## config.mk

```make
export PLATFORM = sky130hd
export DESIGN_NAME = l2_mem_port
export DESIGN_NICKNAME = d
export VERILOG_FILES = /design/src/hw/l2_axi_pkg.sv /design/src/hw/l2_burst_if.sv /design/src/hw/l2_axi_interface.sv /design/src/hw/l2_bus_status.sv /design/src/hw/l2_line_engine.sv /design/src/hw/l2_mem_port.sv
export VERILOG_INCLUDE_DIRS = /design/src /design/src/hw
export SDC_FILE = /design/constraint.sdc
export NUM_CORES = 1
export LEC_CHECK = 0
export BUFFER_PORTS_ARGS = -buffer_cell sky130_fd_sc_hd__buf_4
export CAP_MARGIN = 10
export CELL_PAD_IN_SITES_DETAIL_PLACEMENT = 0
export CELL_PAD_IN_SITES_GLOBAL_PLACEMENT = 1
export CORE_UTILIZATION = 38
export CTS_CLUSTER_DIAMETER = 200
export DETAILED_ROUTE_END_ITERATION = 10
export GPL_ROUTABILITY_DRIVEN = 0
export GPL_TIMING_DRIVEN = 0
export PLACE_DENSITY = 0.88
export SLEW_MARGIN = 0
export SYNTH_ARGS = -nofsm -noshare
export SYNTH_HDL_FRONTEND = slang
export SYNTH_SLANG_ARGS = --single-unit
```

## constraint.sdc

```tcl
create_clock -name clk -period 4.8 [get_ports clk]
set_input_delay 0.72 -clock clk [delete_from_list [all_inputs] [get_ports clk]]
set_output_delay 0.72 -clock clk [all_outputs]
set_load 0.03 [all_outputs]
```

## src/hw/l2_axi_settings.svh

```systemverilog
// L2 memory port geometry
`ifndef L2_AXI_SETTINGS_SVH
`define L2_AXI_SETTINGS_SVH

// bits per AXI data beat
`define L2_WORD_W 32

// beats per cache line, one INCR burst
`define L2_LINE_BEATS 4

// fill word after reset
`define L2_FILL_RESET 32'hABCD1234

`endif

```

## src/hw/l2_axi_pkg.sv

```systemverilog
// L2 memory port types
`include "l2_axi_settings.svh"

package l2_axi_pkg;

    typedef logic [31:0] addr_t;                                  // byte address
    typedef logic [`L2_WORD_W-1:0] word_t;
    typedef logic [`L2_WORD_W*`L2_LINE_BEATS-1:0] line_t;         // word 0 in low bits
    typedef logic [15:0] err_cnt_t;

    typedef enum logic [1:0] {
        RD_IDLE,
        RD_ADDR,
        RD_DATA
    } rd_state_t;

    typedef enum logic [1:0] {
        WR_IDLE,
        WR_ADDR,
        WR_DATA,
        WR_RESP
    } wr_state_t;

endpackage

```

## src/hw/l2_burst_if.sv

```systemverilog
// beat traffic between line engine and AXI bridge

interface l2_burst_if;
    import l2_axi_pkg::*;

    // read side
    logic  rd_start;
    addr_t rd_addr;
    logic  rd_beat_valid;    // one cycle per R beat
    word_t rd_beat_data;
    logic  rd_beat_err;
    logic  rd_beat_last;

    // write side
    logic  wr_start;
    addr_t wr_addr;
    word_t wr_data;
    logic  wr_beat_take;     // W beat accepted
    logic  wr_done;
    logic  wr_err;

    modport engine (
        output rd_start,
        output rd_addr,
        input  rd_beat_valid,
        input  rd_beat_data,
        input  rd_beat_err,
        input  rd_beat_last,
        output wr_start,
        output wr_addr,
        output wr_data,
        input  wr_beat_take,
        input  wr_done,
        input  wr_err
    );

    modport bridge (
        input  rd_start,
        input  rd_addr,
        output rd_beat_valid,
        output rd_beat_data,
        output rd_beat_err,
        output rd_beat_last,
        input  wr_start,
        input  wr_addr,
        input  wr_data,
        output wr_beat_take,
        output wr_done,
        output wr_err
    );

endinterface

```

## src/hw/l2_axi_interface.sv

```systemverilog
// AXI bridge for L2 line traffic
// read and write channels run in parallel
`include "l2_axi_settings.svh"

module l2_axi_interface (
    input  logic              clk,
    input  logic              rstn,
    input  l2_axi_pkg::word_t fill_word,
    output logic              rd_err_pulse,
    output logic              wr_err_pulse,
    // AR
    output l2_axi_pkg::addr_t araddr,
    output logic              arvalid,
    input  logic              arready,
    // R
    input  l2_axi_pkg::word_t rdata,
    input  logic [1:0]        rresp,
    input  logic              rvalid,
    output logic              rready,
    input  logic              rlast,
    // AW
    output l2_axi_pkg::addr_t awaddr,
    output logic              awvalid,
    input  logic              awready,
    // W
    output l2_axi_pkg::word_t wdata,
    output logic              wvalid,
    input  logic              wready,
    output logic              wlast,
    // B
    input  logic [1:0]        bresp,
    input  logic              bvalid,
    output logic              bready,
    l2_burst_if.bridge        bus
);
    import l2_axi_pkg::*;

    localparam int BEAT_W = $clog2(`L2_LINE_BEATS);
    localparam logic [BEAT_W-1:0] LAST_BEAT = BEAT_W'(`L2_LINE_BEATS - 1);

    rd_state_t         rd_state;
    rd_state_t         rd_next;
    wr_state_t         wr_state;
    wr_state_t         wr_next;
    logic [BEAT_W-1:0] beat_cnt;
    logic              r_hs;
    logic              w_hs;
    logic              b_hs;

    always_ff @(posedge clk) begin
        if (!rstn)
            rd_state <= RD_IDLE;
        else
            rd_state <= rd_next;
    end

    always_comb begin
        rd_next = rd_state;
        case (rd_state)
            RD_IDLE: if (bus.rd_start) rd_next = RD_ADDR;
            RD_ADDR: if (arready) rd_next = RD_DATA;
            RD_DATA: if (r_hs && rlast) rd_next = RD_IDLE;
            default: rd_next = RD_IDLE;
        endcase
    end

    always_ff @(posedge clk) begin
        if (bus.rd_start)
            araddr <= bus.rd_addr;
    end

    assign arvalid = (rd_state == RD_ADDR);
    assign rready  = (rd_state == RD_DATA);
    assign r_hs    = rvalid && rready;

    // error beats carry the fill word instead of bus data
    assign bus.rd_beat_valid = r_hs;
    assign bus.rd_beat_err   = rresp[1];
    assign bus.rd_beat_data  = rresp[1] ? fill_word : rdata;
    assign bus.rd_beat_last  = rlast;
    assign rd_err_pulse      = r_hs && rresp[1];

    always_ff @(posedge clk) begin
        if (!rstn)
            wr_state <= WR_IDLE;
        else
            wr_state <= wr_next;
    end

    always_comb begin
        wr_next = wr_state;
        case (wr_state)
            WR_IDLE: if (bus.wr_start) wr_next = WR_ADDR;
            WR_ADDR: if (awready) wr_next = WR_DATA;
            WR_DATA: if (w_hs && wlast) wr_next = WR_RESP;
            WR_RESP: if (b_hs) wr_next = WR_IDLE;
            default: wr_next = WR_IDLE;
        endcase
    end

    always_ff @(posedge clk) begin
        if (bus.wr_start)
            awaddr <= bus.wr_addr;
    end

    // W beat counter for wlast
    always_ff @(posedge clk) begin
        if (!rstn)
            beat_cnt <= '0;
        else if (bus.wr_start)
            beat_cnt <= '0;
        else if (w_hs)
            beat_cnt <= beat_cnt + 1'b1;
    end

    assign awvalid = (wr_state == WR_ADDR);
    assign wvalid  = (wr_state == WR_DATA);
    assign wlast   = wvalid && (beat_cnt == LAST_BEAT);
    assign wdata   = bus.wr_data;
    assign bready  = (wr_state == WR_RESP);
    assign w_hs    = wvalid && wready;
    assign b_hs    = bvalid && bready;

    assign bus.wr_beat_take = w_hs;
    assign bus.wr_done      = b_hs;
    assign bus.wr_err       = bresp[1];
    assign wr_err_pulse     = b_hs && bresp[1];

endmodule

```

## src/hw/l2_bus_status.sv

```systemverilog
// fill word and error counters
`include "l2_axi_settings.svh"

module l2_bus_status (
    input  logic                 clk,
    input  logic                 rstn,
    input  logic                 cfg_fill_we,
    input  l2_axi_pkg::word_t    cfg_fill_data,
    input  logic                 rd_err_pulse,
    input  logic                 wr_err_pulse,
    output l2_axi_pkg::word_t    fill_word,
    output l2_axi_pkg::err_cnt_t rd_err_cnt,
    output l2_axi_pkg::err_cnt_t wr_err_cnt
);
    import l2_axi_pkg::*;

    localparam err_cnt_t CNT_MAX = '1;

    always_ff @(posedge clk) begin
        if (!rstn)
            fill_word <= `L2_FILL_RESET;
        else if (cfg_fill_we)
            fill_word <= cfg_fill_data;
    end

    // counters stick at max
    always_ff @(posedge clk) begin
        if (!rstn) begin
            rd_err_cnt <= '0;
            wr_err_cnt <= '0;
        end else begin
            if (rd_err_pulse && rd_err_cnt != CNT_MAX)
                rd_err_cnt <= rd_err_cnt + 1'b1;
            if (wr_err_pulse && wr_err_cnt != CNT_MAX)
                wr_err_cnt <= wr_err_cnt + 1'b1;
        end
    end

endmodule

```

## src/hw/l2_line_engine.sv

```systemverilog
// L2 line engine
// refill collection and writeback streaming
`include "l2_axi_settings.svh"

module l2_line_engine (
    input  logic              clk,
    input  logic              rstn,
    input  logic              refill_req,
    input  l2_axi_pkg::addr_t refill_addr,
    input  logic              wb_req,
    input  l2_axi_pkg::addr_t wb_addr,
    input  l2_axi_pkg::line_t wb_line,
    output logic              refill_busy,
    output logic              refill_done,
    output l2_axi_pkg::line_t refill_line,
    output logic              refill_err,
    output logic              wb_busy,
    output logic              wb_done,
    output logic              wb_err,
    l2_burst_if.engine        bus
);
    import l2_axi_pkg::*;

    localparam int WORD_W = `L2_WORD_W;
    localparam int LINE_W = WORD_W * `L2_LINE_BEATS;
    localparam int LINE_BYTES = WORD_W / 8 * `L2_LINE_BEATS;
    localparam addr_t LINE_MASK = ~addr_t'(LINE_BYTES - 1);

    line_t rd_shift;     // beats collected so far
    logic  rd_err_acc;
    line_t wb_shift;     // low word is the next W beat
    logic  refill_take;
    logic  wb_take;

    assign refill_take = refill_req && !refill_busy;
    assign wb_take = wb_req && !wb_busy;

    always_ff @(posedge clk) begin
        if (!rstn) begin
            refill_busy  <= 1'b0;
            refill_done  <= 1'b0;
            refill_err   <= 1'b0;
            rd_err_acc   <= 1'b0;
            bus.rd_start <= 1'b0;
        end else begin
            bus.rd_start <= refill_take;
            refill_done  <= 1'b0;
            if (refill_take) begin
                refill_busy <= 1'b1;
                rd_err_acc  <= 1'b0;
            end else if (bus.rd_beat_valid) begin
                rd_err_acc <= rd_err_acc | bus.rd_beat_err;
                if (bus.rd_beat_last) begin
                    refill_busy <= 1'b0;
                    refill_done <= 1'b1;
                    refill_err  <= rd_err_acc | bus.rd_beat_err;
                end
            end
        end
    end

    // refill data path
    always_ff @(posedge clk) begin
        if (refill_take)
            bus.rd_addr <= refill_addr & LINE_MASK;
        if (bus.rd_beat_valid) begin
            rd_shift <= {bus.rd_beat_data, rd_shift[LINE_W-1:WORD_W]};
            if (bus.rd_beat_last)
                refill_line <= {bus.rd_beat_data, rd_shift[LINE_W-1:WORD_W]};
        end
    end

    always_ff @(posedge clk) begin
        if (!rstn) begin
            wb_busy      <= 1'b0;
            wb_done      <= 1'b0;
            wb_err       <= 1'b0;
            bus.wr_start <= 1'b0;
        end else begin
            bus.wr_start <= wb_take;
            wb_done      <= 1'b0;
            if (wb_take) begin
                wb_busy <= 1'b1;
            end else if (bus.wr_done) begin
                wb_busy <= 1'b0;
                wb_done <= 1'b1;
                wb_err  <= bus.wr_err;
            end
        end
    end

    // writeback data path
    always_ff @(posedge clk) begin
        if (wb_take) begin
            bus.wr_addr <= wb_addr & LINE_MASK;
            wb_shift    <= wb_line;
        end else if (bus.wr_beat_take) begin
            wb_shift <= {{WORD_W{1'b0}}, wb_shift[LINE_W-1:WORD_W]};
        end
    end

    assign bus.wr_data = wb_shift[WORD_W-1:0];

endmodule

```

## src/hw/l2_mem_port.sv

```systemverilog
// L2 memory port top

module l2_mem_port (
    input  logic                 clk,
    input  logic                 rstn,
    // refill
    input  logic                 refill_req,
    input  l2_axi_pkg::addr_t    refill_addr,
    output logic                 refill_busy,
    output logic                 refill_done,
    output l2_axi_pkg::line_t    refill_line,
    output logic                 refill_err,
    // writeback
    input  logic                 wb_req,
    input  l2_axi_pkg::addr_t    wb_addr,
    input  l2_axi_pkg::line_t    wb_line,
    output logic                 wb_busy,
    output logic                 wb_done,
    output logic                 wb_err,
    // config and status
    input  logic                 cfg_fill_we,
    input  l2_axi_pkg::word_t    cfg_fill_data,
    output l2_axi_pkg::err_cnt_t rd_err_cnt,
    output l2_axi_pkg::err_cnt_t wr_err_cnt,
    // AXI
    output l2_axi_pkg::addr_t    araddr,
    output logic                 arvalid,
    input  logic                 arready,
    input  l2_axi_pkg::word_t    rdata,
    input  logic [1:0]           rresp,
    input  logic                 rvalid,
    output logic                 rready,
    input  logic                 rlast,
    output l2_axi_pkg::addr_t    awaddr,
    output logic                 awvalid,
    input  logic                 awready,
    output l2_axi_pkg::word_t    wdata,
    output logic                 wvalid,
    input  logic                 wready,
    output logic                 wlast,
    input  logic [1:0]           bresp,
    input  logic                 bvalid,
    output logic                 bready
);
    import l2_axi_pkg::*;

    word_t fill_word;
    logic  rd_err_pulse;
    logic  wr_err_pulse;

    l2_burst_if burst ();

    l2_line_engine u_engine (
        .clk         (clk),
        .rstn        (rstn),
        .refill_req  (refill_req),
        .refill_addr (refill_addr),
        .wb_req      (wb_req),
        .wb_addr     (wb_addr),
        .wb_line     (wb_line),
        .refill_busy (refill_busy),
        .refill_done (refill_done),
        .refill_line (refill_line),
        .refill_err  (refill_err),
        .wb_busy     (wb_busy),
        .wb_done     (wb_done),
        .wb_err      (wb_err),
        .bus         (burst.engine)
    );

    l2_axi_interface u_bridge (
        .clk          (clk),
        .rstn         (rstn),
        .fill_word    (fill_word),
        .rd_err_pulse (rd_err_pulse),
        .wr_err_pulse (wr_err_pulse),
        .araddr       (araddr),
        .arvalid      (arvalid),
        .arready      (arready),
        .rdata        (rdata),
        .rresp        (rresp),
        .rvalid       (rvalid),
        .rready       (rready),
        .rlast        (rlast),
        .awaddr       (awaddr),
        .awvalid      (awvalid),
        .awready      (awready),
        .wdata        (wdata),
        .wvalid       (wvalid),
        .wready       (wready),
        .wlast        (wlast),
        .bresp        (bresp),
        .bvalid       (bvalid),
        .bready       (bready),
        .bus          (burst.bridge)
    );

    l2_bus_status u_status (
        .clk           (clk),
        .rstn          (rstn),
        .cfg_fill_we   (cfg_fill_we),
        .cfg_fill_data (cfg_fill_data),
        .rd_err_pulse  (rd_err_pulse),
        .wr_err_pulse  (wr_err_pulse),
        .fill_word     (fill_word),
        .rd_err_cnt    (rd_err_cnt),
        .wr_err_cnt    (wr_err_cnt)
    );

endmodule

```

==> qor.json <==
{
  "die_w": {"value": 228, "unit": "um"},
  "synth_enable_flop_cells": {"value": 464},
  "critical_path_sink_type": {"value": "register"},
  "hp-start": {"value": "refill_addr[26]"},
  "yosys_most_used_dff": {"value": "sky130_fd_sc_hd__edfxtp_1"},
  "clk_root_buf": {"value": "sky130_fd_sc_hd__clkbuf_16"},
  "holdBufCountCts": {"value": 0},
  "routed-via-count": {"value": 12100},
  "setup.reg_to_reg.worst_slack": {"value": 1.58, "unit": "ns"},
  "share_of_synthesized_area_occupied_by_flip_flops_and_latches": {"value": 80.0, "unit": "%"},
  "worst_skew_pair.late_latency": {"value": 0.60, "unit": "ns"},
  "initialDrtViolationCount": {"value": 723},
  "synth.top_cell.area_share": {"value": 71.8, "unit": "%"},
  "critical_path_arrival": {"value": 3.52, "unit": "ns"},
  "worst_slack": {"value": 1.58, "unit": "ns"},
  "warnings_from_yosys": {"value": 0},
  "regToRegStartpoint": {"value": "u_engine.wb_busy"},
  "unrepaired_setup_endpoints_after_global_routing": {"value": "no"},
  "tritoncts": {"value": "built"},
  "drive_above_1_share": {"value": 36.5, "unit": "%"},
  "outcome": {"value": "completed"},
  "initial_core_util": {"value": 38.6, "unit": "%"},
  "cts_max_level": {"value": 2},
  "initial_antenna_violation_count": {"value": 1},
  "worstSetupStartpoint": {"value": "u_engine.wb_busy"},
  "yosysMostFrequentCell": {"value": "sky130_fd_sc_hd__edfxtp_1"},
  "route.detailed.vias_per_inst": {"value": 4.70},
  "global_route.usage.total": {"value": 18.1, "unit": "%"},
  "globalRoute.busiestLayer": {"value": "met2"},
  "drt-wirelength-per-cell": {"value": 18.7, "unit": "um"},
  "timing.reg2reg.worst_path_depth": {"value": 5},
  "first_global_vias": {"value": 12100},
  "area_growth_syn_to_layout": {"value": 35.3, "unit": "%"},
  "die_height": {"value": 228, "unit": "um"},
  "minimum_hold_slack": {"value": 0.292, "unit": "ns"},
  "min_delay_path_depth": {"value": 1},
  "number_of_max_slew_violations_in_the_final_report": {"value": 0},
  "worst_slew_margin_rel": {"value": 26.3, "unit": "%"},
  "crit_fanout": {"value": 69},
  "grt_max_degree": {"value": 94},
  "worstSetupPathType": {"value": "register to register"},
  "setup_viol": {"value": 0},
  "clock_sinks": {"value": 543},
  "cts.repair.resized": {"value": 0},
  "hold_end": {"value": "u_engine.bus.rd_addr[26]"},
  "power_per_cell_area": {"value": 422, "unit": "nW/um^2"},
  "finish.cell_count_without_fillers": {"value": 2568},
  "max_slew.worst_pin.slew": {"value": 1.11, "unit": "ns"},
  "grt_first_pass_wirelength": {"value": 71500, "unit": "um"},
  "syn_area": {"value": 19400, "unit": "um^2"},
  "synth_cell_type_count": {"value": 50},
  "ir_worst_vdd": {"value": 0.000335, "unit": "V"},
  "grtUsageMet2": {"value": 31.8, "unit": "%"},
  "design.portCount": {"value": 539},
  "grtUsageMet1": {"value": 21.7, "unit": "%"},
  "dpl.cell_count": {"value": 2462},
  "worst_setup_path_start_kind": {"value": "register"},
  "final.fill_count": {"value": 4182},
  "rr_endpoint": {"value": "u_engine.wb_shift[17]"},
  "placementRows": {"value": 82},
  "grt_util_met3": {"value": 4.24, "unit": "%"},
  "drv.max_cap_violation_count": {"value": 0},
  "fin_skew": {"value": 0.0191, "unit": "ns"},
  "drc_errors": {"value": 0},
  "max-clock-path-buffers": {"value": 3},
  "min_path_type": {"value": "input port to register"},
  "timing.final.hold_violations": {"value": 0},
  "synthTopCellsByArea": {"value": "sky130_fd_sc_hd__edfxtp_1 72%, sky130_fd_sc_hd__dfxtp_1 8.2%, sky130_fd_sc_hd__nand2_1 6.2%"},
  "syn_area_per_cell": {"value": 15.4, "unit": "um^2"},
  "period_minus_slack": {"value": 3.22, "unit": "ns"},
  "grt.overflow.total": {"value": 0},
  "count_of_state_elements_after_synthesis": {"value": 543},
  "port-buffer-count": {"value": 518},
  "fin_nets": {"value": 2127},
  "antenna_violating_nets_post_route": {"value": 0},
  "numCtsBuffers": {"value": 56},
  "synthCells": {"value": 1261},
  "core": {"value": 50300, "unit": "um^2"},
  "die_area": {"value": 52000, "unit": "um^2"},
  "post-place-ws": {"value": 1.22, "unit": "ns"},
  "min_period_over_period": {"value": 67.0, "unit": "%"},
  "asyncSetResetFlopFracSynth": {"value": 0, "unit": "%"},
  "dpl.hpwl": {"value": 34300, "unit": "um"},
  "drt_first_pass_iters": {"value": 5},
  "most_frequent_cells_after_synthesis": {"value": "464 x sky130_fd_sc_hd__edfxtp_1, 320 x sky130_fd_sc_hd__nand2_1, 79 x sky130_fd_sc_hd__dfxtp_1"},
  "postCtsSetupRepairBufs": {"value": 0},
  "cellLeakagePower": {"value": 0.0104, "unit": "uW"},
  "worst_ep_required_time": {"value": 5.10, "unit": "ns"},
  "fmax": {"value": 311, "unit": "MHz"},
  "synthDominantAreaCellType": {"value": "sky130_fd_sc_hd__edfxtp_1"},
  "cts.clk_slew.worst_paths": {"value": 0.06, "unit": "ns"},
  "finalCoreUtilization": {"value": 52.2, "unit": "%"},
  "drt_wl_total": {"value": 48100, "unit": "um"}
}
-- worst max path at each step --
stage,endpoint,cells after the start,slack [ns]
after floorplan,u_engine.wb_shift[0],4,0.22
after global placement,u_engine.wb_shift[14],5,-1.85
after detailed placement,u_engine.wb_shift[9],6,1.22
after CTS,u_engine.wb_shift[16],5,1.48
after global routing,u_engine.wb_shift[9],5,1.32
final,u_engine.wb_shift[17],5,1.58
-- worst max-delay path, cell delays in order (launching register included) --
cell and delay [ns]:
sky130_fd_sc_hd__dfxtp_1 0.46, sky130_fd_sc_hd__nand2b_1 0.14, sky130_fd_sc_hd__clkbuf_1 0.55, sky130_fd_sc_hd__clkbuf_1 0.61
sky130_fd_sc_hd__nand2_4 0.63, sky130_fd_sc_hd__buf_16 0.45
-- sequential cells by signal, indices dropped and copies added (netlist names), 2 cells and up --
signal and flops:
u_status.rd_err_cnt 16, u_bridge.beat_cnt 2, u_status.fill_word 32, u_bridge.awaddr 28, u_engine.wb_shift 128, u_engine.rd_shift 96, u_engine.bus.wr_addr 28, u_bridge.rd_state 2
u_status.wr_err_cnt 16, u_bridge.wr_state 2, u_bridge.araddr 28, u_engine.bus.rd_addr 28, u_engine.refill_line 128
-- per-layer routing --
| layer | up-vias | wire, um |
|---|---|---|
| met5 | - | 0 |
| met4 | 0 | 1350 |
| met3 | 86 | 3340 |
| met2 | 493 | 24600 |
| met1 | 5797 | 18800 |
| li1 | 5691 | - |
-- area by class of cell --
| cell class | instances | area (um^2) | area share (%) |
|---|---|---|---|
| clock inverters | 32 | 449 | 1.71 |
| diodes | 1 | 2.50 | 0.00953 |
| repair buffers | 523 | 4030 | 15.3 |
| flip-flops and latches | 543 | 15500 | 59.1 |
| inverters | 12 | 50.0 | 0.191 |
| multi-input cells | 626 | 3400 | 13.0 |
| well taps | 672 | 841 | 3.20 |
| plain buffers | 87 | 480 | 1.83 |
| clock buffers | 72 | 1480 | 5.65 |
-- placed cells by master (no fill, tap or decap), types with 6 or more instances in the layout --
cell type	instances
sky130_fd_sc_hd__a21oi_1	27
sky130_fd_sc_hd__and2_1	34
sky130_fd_sc_hd__buf_1	7
sky130_fd_sc_hd__buf_4	558
sky130_fd_sc_hd__bufinv_16	10
sky130_fd_sc_hd__clkbuf_1	52
sky130_fd_sc_hd__clkbuf_16	57
sky130_fd_sc_hd__clkinv_1	8
sky130_fd_sc_hd__clkinv_2	9
sky130_fd_sc_hd__conb_1	8
sky130_fd_sc_hd__dfxtp_1	79
sky130_fd_sc_hd__edfxtp_1	464
sky130_fd_sc_hd__ha_1	7
sky130_fd_sc_hd__inv_1	10
sky130_fd_sc_hd__mux2_2	32
sky130_fd_sc_hd__mux2i_1	37
sky130_fd_sc_hd__nand2_1	319
sky130_fd_sc_hd__nand2b_1	6
sky130_fd_sc_hd__nand3_1	12
sky130_fd_sc_hd__nand4_1	9
sky130_fd_sc_hd__nor2_1	32
sky130_fd_sc_hd__o21ai_0	15
sky130_fd_sc_hd__o31ai_1	13
sky130_fd_sc_hd__or3_1	9
sky130_fd_sc_hd__or4_1	15
-- cells by family after synthesis --
logic type                 share of synthesized area, %
and+or+nand+nor                                    10.8
xor gates and xnor gates                         0.0452
muxes                                              3.77
AOI/OAI and AO/OA                                  2.21
adders and majority gates                         0.451
DFF                                                80.0
other                                            0.0193
buffers and inverters                              2.70
-- per-stage QoR --
step / area (um^2) / total power (uW) / setup TNS, ns
floorplan: 19400 / 6220 / 0
global placement: 24200 / 6680 / -294.27
detailed placement: 24300 / 6690 / 0
CTS: 26200 / 11200 / 0
global route: 26300 / 11500 / 0
finish: 26300 / 11100 / 0
-- where the power goes --
part	internal, uW	leakage (uW)	total (uW)	switching (uW)
logic	429	0.00450	1040	613
registers	5460	0.00497	5540	87.3
clock network	2730	0.000931	4510	1780
(Power assumes the default switching activity.)
